### src/hdl/adc_pkg.sv
`default_nettype none

package adc_pkg;

  // run-up geometry
  localparam int PERIOD_CYCLES = 40;
  localparam int RUNUP_PERIODS = 64;
  localparam int CNT_W = 8;
  localparam int SEQ_W = 8;
  localparam int FIFO_DEPTH = 4;

  // derived widths
  localparam int TIMER_W = $clog2(PERIOD_CYCLES);
  localparam int IDX_W = $clog2(RUNUP_PERIODS);
  localparam int PTR_W = $clog2(FIFO_DEPTH);

  // timer value of the last clock in a period, and the one before it
  localparam logic [TIMER_W-1:0] TIMER_LAST = TIMER_W'(PERIOD_CYCLES - 1);
  localparam logic [TIMER_W-1:0] TIMER_PRE = TIMER_W'(PERIOD_CYCLES - 2);
  localparam logic [IDX_W-1:0] IDX_LAST = IDX_W'(RUNUP_PERIODS - 1);
  // a count at this value means one reference for the whole run-up
  localparam logic [CNT_W-1:0] CNT_RAIL = CNT_W'(RUNUP_PERIODS);
  localparam logic [PTR_W:0] FIFO_FULL = (PTR_W + 1)'(FIFO_DEPTH);

  // sequencer control states
  localparam logic [1:0] SEQ_IDLE = 2'd0;
  localparam logic [1:0] SEQ_RUNUP = 2'd1;
  localparam logic [1:0] SEQ_OFFER = 2'd2;
  localparam logic [1:0] SEQ_RELEASE = 2'd3;

  typedef struct packed {
    logic [CNT_W-1:0] count_pos;
    logic [CNT_W-1:0] count_neg;
    logic [SEQ_W-1:0] seq;
  } count_rec_t;

  typedef struct packed {
    logic signed [CNT_W:0] value;
    logic overload;
    logic [SEQ_W-1:0] seq;
  } reading_t;

  // integrator switch controls
  typedef struct packed {
    logic sig_sw;
    logic pos_sw;
    logic neg_sw;
  } sw_ctl_t;

endpackage

`default_nettype wire
### src/hdl/adc_top.sv
`timescale 1ns/1ps
`default_nettype none

module adc_top
  import adc_pkg::*;
(
  input  logic     clk,
  input  logic     arst_n,
  input  logic     enable,
  input  logic     cmp_out,
  output sw_ctl_t  sw,
  output logic     cmp_latch,
  output reading_t rd,
  output logic     rd_req,
  input  logic     rd_ack
);

  // sequencer to FIFO
  count_rec_t rec;
  logic rec_req;
  logic rec_ack;

  // FIFO to reporter
  count_rec_t out_rec;
  logic fifo_req;
  logic fifo_ack;

  runup_sequencer seq_i (
    .clk       (clk),
    .arst_n    (arst_n),
    .enable    (enable),
    .cmp_out   (cmp_out),
    .sw        (sw),
    .cmp_latch (cmp_latch),
    .rec       (rec),
    .rec_req   (rec_req),
    .rec_ack   (rec_ack)
  );

  record_fifo fifo_i (
    .clk     (clk),
    .arst_n  (arst_n),
    .in_rec  (rec),
    .in_req  (rec_req),
    .in_ack  (rec_ack),
    .out_rec (out_rec),
    .out_req (fifo_req),
    .out_ack (fifo_ack)
  );

  result_reporter rep_i (
    .clk     (clk),
    .arst_n  (arst_n),
    .rec     (out_rec),
    .rec_req (fifo_req),
    .rec_ack (fifo_ack),
    .rd      (rd),
    .rd_req  (rd_req),
    .rd_ack  (rd_ack)
  );

endmodule

`default_nettype wire

### src/hdl/result_reporter.sv
`timescale 1ns/1ps
`default_nettype none

module result_reporter
  import adc_pkg::*;
(
  input  logic       clk,
  input  logic       arst_n,
  input  count_rec_t rec,
  input  logic       rec_req,
  output logic       rec_ack,
  output reading_t   rd,
  output logic       rd_req,
  input  logic       rd_ack
);

  logic rec_ack_q;
  logic rd_req_q;
  // a reading sits here until the outside has taken it
  logic holding;
  reading_t rd_q;
  logic accept;

  // new record taken only with both links back at rest
  assign accept = rec_req && !rec_ack_q && !holding && !rd_ack;

  assign rec_ack = rec_ack_q;
  assign rd_req = rd_req_q;
  assign rd = rd_q;

  always_ff @(posedge clk or negedge arst_n)
  begin
    if (!arst_n)
    begin
      rec_ack_q <= 1'b0;
      rd_req_q <= 1'b0;
      holding <= 1'b0;
      rd_q <= '0;
    end
    else
    begin
      // input link from the FIFO
      if (accept)
      begin
        // positive periods minus negative periods, one extra bit for the sign
        rd_q.value <= $signed({1'b0, rec.count_pos}) - $signed({1'b0, rec.count_neg});
        // one reference for the whole run-up means the integrator railed
        rd_q.overload <= (rec.count_pos == CNT_RAIL) || (rec.count_neg == CNT_RAIL);
        rd_q.seq <= rec.seq;
        rec_ack_q <= 1'b1;
        holding <= 1'b1;
      end
      else if (rec_ack_q && !rec_req)
      begin
        rec_ack_q <= 1'b0;
      end

      // output link, req goes up one clock after the record is taken
      if (rd_req_q && rd_ack)
      begin
        rd_req_q <= 1'b0;
        holding <= 1'b0;
      end
      else if (holding && !rd_req_q)
      begin
        rd_req_q <= 1'b1;
      end
    end
  end

endmodule

`default_nettype wire

### src/hdl/record_fifo.sv
`timescale 1ns/1ps
`default_nettype none

module record_fifo
  import adc_pkg::*;
(
  input  logic       clk,
  input  logic       arst_n,
  input  count_rec_t in_rec,
  input  logic       in_req,
  output logic       in_ack,
  output count_rec_t out_rec,
  output logic       out_req,
  input  logic       out_ack
);

  count_rec_t mem [FIFO_DEPTH];
  // pointers wrap on their own, depth is a power of two
  logic [PTR_W-1:0] wr_ptr;
  logic [PTR_W-1:0] rd_ptr;
  logic [PTR_W:0] level;
  logic in_ack_q;
  logic out_req_q;
  logic full;
  logic empty;
  logic push;
  logic pop;

  assign full = (level == FIFO_FULL);
  assign empty = (level == '0);

  // new request seen with ack low and room left
  assign push = in_req && !in_ack_q && !full;
  // consumer took the head entry
  assign pop = out_req_q && out_ack;

  assign in_ack = in_ack_q;
  assign out_req = out_req_q;
  // head entry is not overwritten while it is still stored
  assign out_rec = mem[rd_ptr];

  always_ff @(posedge clk)
  begin
    if (push)
    begin
      mem[wr_ptr] <= in_rec;
    end
  end

  // write side handshake
  always_ff @(posedge clk or negedge arst_n)
  begin
    if (!arst_n)
    begin
      in_ack_q <= 1'b0;
      wr_ptr <= '0;
    end
    else if (push)
    begin
      in_ack_q <= 1'b1;
      wr_ptr <= wr_ptr + 1'b1;
    end
    else if (in_ack_q && !in_req)
    begin
      in_ack_q <= 1'b0;
    end
  end

  // read side handshake
  always_ff @(posedge clk or negedge arst_n)
  begin
    if (!arst_n)
    begin
      out_req_q <= 1'b0;
      rd_ptr <= '0;
    end
    else if (pop)
    begin
      out_req_q <= 1'b0;
      rd_ptr <= rd_ptr + 1'b1;
    end
    else if (!out_req_q && !out_ack && !empty)
    begin
      // previous ack must be gone before the next offer
      out_req_q <= 1'b1;
    end
  end

  always_ff @(posedge clk or negedge arst_n)
  begin
    if (!arst_n)
    begin
      level <= '0;
    end
    else
    begin
      case ({push, pop})
        2'b10: level <= level + 1'b1;
        2'b01: level <= level - 1'b1;
        default:
        begin
        end
      endcase
    end
  end

endmodule

`default_nettype wire

### src/hdl/runup_sequencer.sv
`timescale 1ns/1ps
`default_nettype none

module runup_sequencer
  import adc_pkg::*;
(
  input  logic       clk,
  input  logic       arst_n,
  input  logic       enable,
  input  logic       cmp_out,
  output sw_ctl_t    sw,
  output logic       cmp_latch,
  output count_rec_t rec,
  output logic       rec_req,
  input  logic       rec_ack
);

  logic [1:0] state;
  // two-flop synchroniser for the asynchronous comparator
  logic cmp_meta;
  logic cmp_sync;
  logic [TIMER_W-1:0] timer;
  logic [IDX_W-1:0] period_idx;
  logic [CNT_W-1:0] count_pos;
  logic [CNT_W-1:0] count_neg;
  logic [SEQ_W-1:0] seq;
  // switch register also holds the polarity decision for the running period
  sw_ctl_t sw_q;
  logic latch_q;
  logic rec_req_q;
  logic rel_done;
  logic start;

  // record handshake finished once ack is back low
  assign rel_done = (state == SEQ_RELEASE) && !rec_ack;
  // a new run-up may start from idle or straight out of the release phase
  assign start = enable && ((state == SEQ_IDLE) || rel_done);

  assign sw = sw_q;
  assign cmp_latch = latch_q;
  assign rec_req = rec_req_q;
  // counts stay frozen while the record is offered
  assign rec = '{count_pos: count_pos, count_neg: count_neg, seq: seq};

  always_ff @(posedge clk or negedge arst_n)
  begin
    if (!arst_n)
    begin
      cmp_meta <= 1'b0;
      cmp_sync <= 1'b0;
    end
    else
    begin
      cmp_meta <= cmp_out;
      cmp_sync <= cmp_meta;
    end
  end

  always_ff @(posedge clk or negedge arst_n)
  begin
    if (!arst_n)
    begin
      state <= SEQ_IDLE;
      timer <= '0;
      period_idx <= '0;
      count_pos <= '0;
      count_neg <= '0;
      seq <= '0;
      sw_q <= '0;
      latch_q <= 1'b0;
      rec_req_q <= 1'b0;
    end
    else
    begin
      // latch pulse lands on the last clock of every period
      latch_q <= (state == SEQ_RUNUP) && (timer == TIMER_PRE);

      if (rel_done)
      begin
        seq <= seq + 1'b1;
      end

      if (start)
      begin
        state <= SEQ_RUNUP;
        timer <= '0;
        period_idx <= '0;
        count_pos <= '0;
        count_neg <= '0;
        // first period is always positive
        sw_q <= '{sig_sw: 1'b1, pos_sw: 1'b1, neg_sw: 1'b0};
      end
      else
      begin
        case (state)
          SEQ_RUNUP:
          begin
            timer <= timer + 1'b1;
            if (timer == TIMER_LAST)
            begin
              timer <= '0;
              // count the reference used in the period just ending
              if (sw_q.pos_sw)
              begin
                count_pos <= count_pos + 1'b1;
              end
              else
              begin
                count_neg <= count_neg + 1'b1;
              end
              if (period_idx == IDX_LAST)
              begin
                // run-up over, integrator left floating
                state <= SEQ_OFFER;
                sw_q <= '0;
              end
              else
              begin
                period_idx <= period_idx + 1'b1;
                // comparator high means integrator went positive, pull it back
                sw_q <= '{sig_sw: 1'b1, pos_sw: !cmp_sync, neg_sw: cmp_sync};
              end
            end
          end
          SEQ_OFFER:
          begin
            // req goes up one clock after the switches open
            if (!rec_req_q)
            begin
              rec_req_q <= 1'b1;
            end
            else if (rec_ack)
            begin
              rec_req_q <= 1'b0;
              state <= SEQ_RELEASE;
            end
          end
          SEQ_RELEASE:
          begin
            // enable low here, so park
            if (rel_done)
            begin
              state <= SEQ_IDLE;
            end
          end
          default:
          begin
          end
        endcase
      end
    end
  end

endmodule

`default_nettype wire

### config.mk
export PLATFORM = sky130hd
export DESIGN_NAME = adc_top
export DESIGN_NICKNAME = d
export VERILOG_FILES = /design/src/hdl/adc_pkg.sv /design/src/hdl/adc_top.sv /design/src/hdl/result_reporter.sv /design/src/hdl/record_fifo.sv /design/src/hdl/runup_sequencer.sv
export SDC_FILE = /design/constraint.sdc
export NUM_CORES = 1
export LEC_CHECK = 0
export BUFFER_PORTS_ARGS = -buffer_cell sky130_fd_sc_hd__buf_2
export CAP_MARGIN = 20
export CORE_MARGIN = 1.5
export CORE_UTILIZATION = 50
export DETAILED_ROUTE_END_ITERATION = 8
export MAX_ROUTING_LAYER = met4
export PLACE_DENSITY = 0.78
export SLEW_MARGIN = 20
export SYNTH_ARGS = -nofsm -noshare
export SYNTH_HDL_FRONTEND = slang
export SYNTH_SLANG_ARGS = --single-unit
### constraint.sdc
create_clock -name clk -period 5.8 [get_ports clk]
set_input_delay 0.29 -clock clk [delete_from_list [all_inputs] [get_ports clk]]
set_output_delay 0.29 -clock clk [all_outputs]
set_load 0.02 [all_outputs]
==> results of run 1 <==
## cell usage in the layout (no fill, tap or decap), drive strengths merged, types with 17 or more instances in the layout
master and count:
nor2 37, o21ai 17, buf 33, clkbuf 20
mux4 24, nand2 36, ha 25, edfxtp 96
xnor2 17, inv 24, dfrtp 75
## critical path: stages, from the launching register on
cell,delay (ps)
dfrtp_1,580
buf_4,440
mux4_2,620
fa_1,460
nand2b_1,160
a21boi_0,230
o21ai_0,170
a21oi_1,200
o21ai_0,110
a22o_1,190
## kinds of logic (layout without fill, tap and decap cells)
| logic type | Yosys count | after routing |
|---|---|---|
| mux | 39 | 39 |
| flops | 171 | 171 |
| xor+xnor | 32 | 32 |
| simple gates | 131 | 131 |
| buf+inv | 40 | 90 |
| compound gates | 51 | 51 |
| fa+ha+maj | 27 | 27 |
## metal layers
layer / routed length [um] / track usage
met4: 182 / 0.0718
met3: 524 / 0.0507
met2: 6540 / 0.312
met1: 5810 / 0.245
met5: 0 / -
## stage by stage
step,cell area (sq um),cells,hold WS (ps),power [mW],setup slack [ps]
3_5_place_dp,7580,687,341,2.06,2530
4_1_cts,8200,720,61.5,3.23,2490
3_3_place_gp,7580,687,336,2.02,2630
5_1_grt,8210,721,182,3.36,2260
6_report,8210,721,164,3.20,2530
2_1_floorplan,7260,491,-5.59,1.91,3020
## sequential cells by signal (all words and copies together) (netlist names), 2 cells and up
name	flops
seq_i.timer	6
fifo_i.wr_ptr	2
seq_i.period_idx	6
seq_i.sw	3
seq_i.count_pos	8
fifo_i.level	3
fifo_i.mem	96
seq_i.seq	8
fifo_i.rd_ptr	2
rep_i.rd	18
seq_i.count_neg	8
seq_i.state	2
## power by group
part,internal [mW],switching [mW]
Sequential,1.37,0.0712
Combinational,0.254,0.342
Clock,0.719,0.445
Total,2.34,0.858
## final cells by class
| cell class | instances | area [sq um] | share of cell area |
|---|---|---|---|
| timing repair buffer | 35 | 206 | 0.0251 |
| inverter | 23 | 86.3 | 0.0105 |
| sequential | 171 | 4760 | 0.579 |
| tap | 180 | 225 | 0.0274 |
| clock inverter | 12 | 173 | 0.0210 |
| clock buffer | 20 | 437 | 0.0532 |
| multi-input combinational | 280 | 2330 | 0.283 |
## repair_timing
item,4_1_cts,5_1_grt
setup buffers,0,0
hold buffers,1,1
hold endpoints to repair,1,75
## final timing paths
check | start | to | slack (ps) | cells after the start
min in group asynchronous | arst_n | fifo_i.level[0]$_DFFE_PN0P_ | 460 | 2
max | fifo_i.rd_ptr[0]$_DFFE_PN0P_ | rep_i.rd[17]$_DFFE_PN0P_ | 2530 | 9
min reg2reg | seq_i.cmp_meta$_DFF_PN0_ | seq_i.cmp_sync$_DFF_PN0_ | 350 | 0
max reg2reg | fifo_i.rd_ptr[0]$_DFFE_PN0P_ | rep_i.rd[17]$_DFFE_PN0P_ | 2530 | 9
min | rd_ack | rep_i.rd_req$_DFFE_PN0P_ | 160 | 3
max in group asynchronous | arst_n | seq_i.count_pos[3]$_DFFE_PN0P_ | 4850 | 2
==> impl_metrics.yaml, run 1 <==
die:
  fp.dieW_um: 124
  die_h_um: 124
  core_sq_um: 14000
  die_area_sq_um: 15300
  num_rows: 43
  io_pins: 28
  start_util: 0.517
synthesis:
  yosysTopAreaCell: "edfxtp_1"
  synth.most_common_cell: "edfxtp_1"
  syn_nets: 523
  synthesis.instances: 491
  ys_ff_latch: 171
  yosys-top-cells-count: "edfxtp_1, dfrtp_1, nand2_1, nor2_1, ha_1"
  synth-seq-area-share: 0.655
  synthesis.area_sq_um: 7260
  synthTopCellsByArea: "edfxtp_1, dfrtp_1, mux4_2, ha_1, xnor2_1"
  netlist.area_leader.share: 0.397
  syn_area_per_cell_sq_um: 14.8
  synth-simple-area-share: 0.0913
  yosysWarnings: 0
  synthFlopType: "edfxtp_1"
  synth_edf_count: 96
  synth_xor_area_frac: 0.0386
  yosys.area_share.adder: 0.0486
  synth_compound_area_frac: 0.0446
  synth_top_family_by_area: "multiplexers"
  synth_mux_area_frac: 0.0972
  async_flop_share: 0.439
  ys_types: 49
place:
  gp_routability_congestion: 0.826
  io_buffers: 27
  place_hpwl_mm: 8.08
layout:
  layout-drive-gt1-share: 0.196
  syn2layout_area_growth_pct: 13.1
  fillers: 1033
  fin_nets: 560
  final_util: 0.585
  diodes: 0
power:
  vdd_drop_max_mv: 0.218
  total_leakage_power_nw: 3.16
  p_per_area_nw_per_um2: 390
timing:
  fin_skew_ps: 10.7
  hold_viol: 0
  timing.setup.tns_ps: 0
  slew_headroom: 0.527
  post-route-period-util: 0.563
  rsz0062_at_grt: "no"
  max_freq_mhz: 306
  setup_viol: 0
  timing.final.crit_period_ps: 3270
  drv_slew: 0
  worst_pin_slew_ps: 709
critical_path:
  crit_fanout: 20
  endpoint_kind: "flop"
  crit_required_ps: 6110
  crit_type: "reg2reg"
  cp.arrival_ps: 3580
  cp-start-kind: "flop"
routing:
  postRouteAntennaNets: 0
  drc: 0
  wl_mm: 13.1
  dr.first_iter.drc_count: 323
  wire_per_inst_um: 18.1
  vias: 4033
  avgViaCountPerCell: 5.59
  firstDrtPassIters: 5
global_route:
  grt_max_degree: 76
  grt_pass1_wl_mm: 21.3
  grt_pass1_vias: 4168
  overflow: 0
  antenna_found_initial: 0
  track_usage: 0.196
clock_network:
  htree_levels: 4
  clock_latency_ps: 430
  cts_buffers: 17
  clk_path_buf_depth: 2
  cts_resized: 0
  cts_tree: "yes"
  root_buffer: "clkbuf_16"
  clock-sinks: 171
  clk_pin_slew_ps: 60
outcome:
  status: "complete, no violations"
job:
  drv_cap: 0
hold_path:
  min_path_type: "in2reg"
Note: power is estimated with default switching activity, not from simulation.
==> run 2: changes to the inputs <==
Clock period 5.8 ns to 3.25 ns, I/O delays scaled along.
==> impl_metrics.yaml, run 2 (synthesis gave the netlist of run 1 again) <==
die:
  die_area_sq_um: 15300
  fp.dieW_um: 124
  start_util: 0.517
  core_sq_um: 14000
  io_pins: 28
  die_h_um: 124
  num_rows: 43
place:
  gp_routability_congestion: 0.850
  io_buffers: 27
  dp.cells: 689
  place_hpwl_mm: 7.83
layout:
  stdcell_count: 723
  fillers: 1046
  layout-drive-gt1-share: 0.206
  largest_register: "fifo_i.mem"
  final_cell_mix: "edfxtp_1, dfrtp_1, nor2_1, nand2_1, buf_2"
  syn2layout_area_growth_pct: 13.6
  layout_commonest_cell: "edfxtp_1"
  largest_register_ffs: 96
  diodes: 0
  fin_nets: 562
routing:
  top_layer: "met4"
  vias: 3952
  postRouteAntennaNets: 0
  wl_met1_mm: 5.57
  met2_length_mm: 6.09
  wire_per_inst_um: 17.1
  drc: 0
  wl_mm: 12.4
  wl_met3_um: 462
  avgViaCountPerCell: 5.47
  firstDrtPassIters: 4
  dr.first_iter.drc_count: 366
global_route:
  overflow: 0
  grt_pass1_wl_mm: 20.1
  grt_max_degree: 76
  grt_pass1_vias: 4023
  track_usage: 0.184
  antenna_found_initial: 0
clock_network:
  cts_tree: "yes"
  htree_levels: 4
  cts_buffers: 17
  clock_latency_ps: 430
  root_buffer: "clkbuf_16"
  clock-sinks: 171
  post-cts-setup-buffers: 0
  clk_path_buf_depth: 2
  clk_pin_slew_ps: 60
timing:
  slew_headroom: 0.539
  drv_slew: 0
  timing.setup.tns_ps: 0
  hold_viol: 0
  fin_skew_ps: 6.49
  worst_pin_slew_ps: 691
  timing.final.crit_period_ps: 3010
  rsz0062_at_grt: "no"
  post-route-period-util: 0.925
  setup_viol: 0
  max_freq_mhz: 333
critical_path:
  worst_path_largest_cell_delay_ps: 550
  crit_required_ps: 3580
  reg2reg_depth: 9
  cp-start-kind: "flop"
  crit_family: "compound AO/OA/AOI/OAI gates"
  cp.arrival_ps: 3330
  crit_fanout: 8
  cp_slowest_cell: "mux4_2"
  crit_type: "reg2reg"
  r2r_slack_ps: 240
  path_depth: 9
  path_cells: "mux4_2, ha_1, fa_1, nand2b_1, a21boi_0, o21ai_0, a21boi_0, nor3_1, o31ai_1"
  critPathBufInv: 0
  crit_top_cell: "a21boi_0"
  endpoint_kind: "flop"
outcome:
  status: "complete, no violations"
power:
  total_leakage_power_nw: 3.18
  p_per_area_nw_per_um2: 699
  vdd_drop_max_mv: 0.425
hold_path:
  min_path_type: "in2reg"
  whs_path_depth: 3
job:
  drv_cap: 0
[run 2: final cells by class]
type                            count  area (sq um)  area share
Clock buffer                       18           439      0.0532
Timing Repair Buffer               37           221      0.0268
Inverter                           23          86.3      0.0105
Sequential cell                   171          4760       0.577
Clock inverter                     14           193      0.0234
Tap cell                          180           225      0.0273
Multi-Input combinational cell    280          2330       0.282
[run 2: layer usage]
metal | global-route usage | vias up
met3 | 0.0484 | 23
met2 | 0.291 | 75
met1 | 0.231 | 1981
li1 | - | 1873
met4 | 0.0690 | 0
met5 | - | -
[run 2: power by group]
group          switching (mW)  internal [mW]  leakage (nW)
Clock                   0.824           1.31         0.310
Sequential              0.128           2.44          1.77
Combinational           0.602          0.461          1.10
Total                    1.55           4.22          3.18
[run 2: worst register-to-register path, delay by kind of cell (launching register included)]
family,cells,cell delay (ps)
mux,1,550
compound gates,4,930
fa+ha+maj,2,670
flops,1,510
simple gates,2,240
[run 2: what timing repair did]
action,in CTS,in global routing
hold endpoints to repair,76,0
endpoints found under the setup margin,0,2
gates resized for setup,0,1
hold buffers,2,0
[run 2: stage by stage]
| stage | power [mW] | setup slack, ps | hold WS, ps | area, sq um | util |
|---|---|---|---|---|---|
| 5_1_grt | 6.03 | 128 | 29.1 | 8250 | 0.588 |
| 3_3_place_gp | 3.61 | 339 | 274 | 7590 | 0.541 |
| 4_1_cts | 5.81 | 159 | 12.8 | 8250 | 0.587 |
| 3_5_place_dp | 3.67 | 163 | 275 | 7590 | 0.541 |
| 2_1_floorplan | 3.41 | 473 | -133 | 7260 | - |
| 6_report | 5.77 | 244 | 24.5 | 8250 | 0.588 |
[run 2: path summary, 6_finish.rpt]
| check | from | endpoint |
|---|---|---|
| worst min register to register | seq_i.cmp_meta$_DFF_PN0_ | seq_i.cmp_sync$_DFF_PN0_ |
| worst min-delay path | rd_ack | rep_i.rd_req$_DFFE_PN0P_ |
| worst max-delay path | fifo_i.rd_ptr[0]$_DFFE_PN0P_ | rep_i.rd[15]$_DFFE_PN0P_ |
| worst max register to register | fifo_i.rd_ptr[0]$_DFFE_PN0P_ | rep_i.rd[15]$_DFFE_PN0P_ |
| max in group asynchronous | arst_n | fifo_i.rd_ptr[0]$_DFFE_PN0P_ |
| min in group asynchronous | arst_n | fifo_i.wr_ptr[1]$_DFFE_PN0P_ |
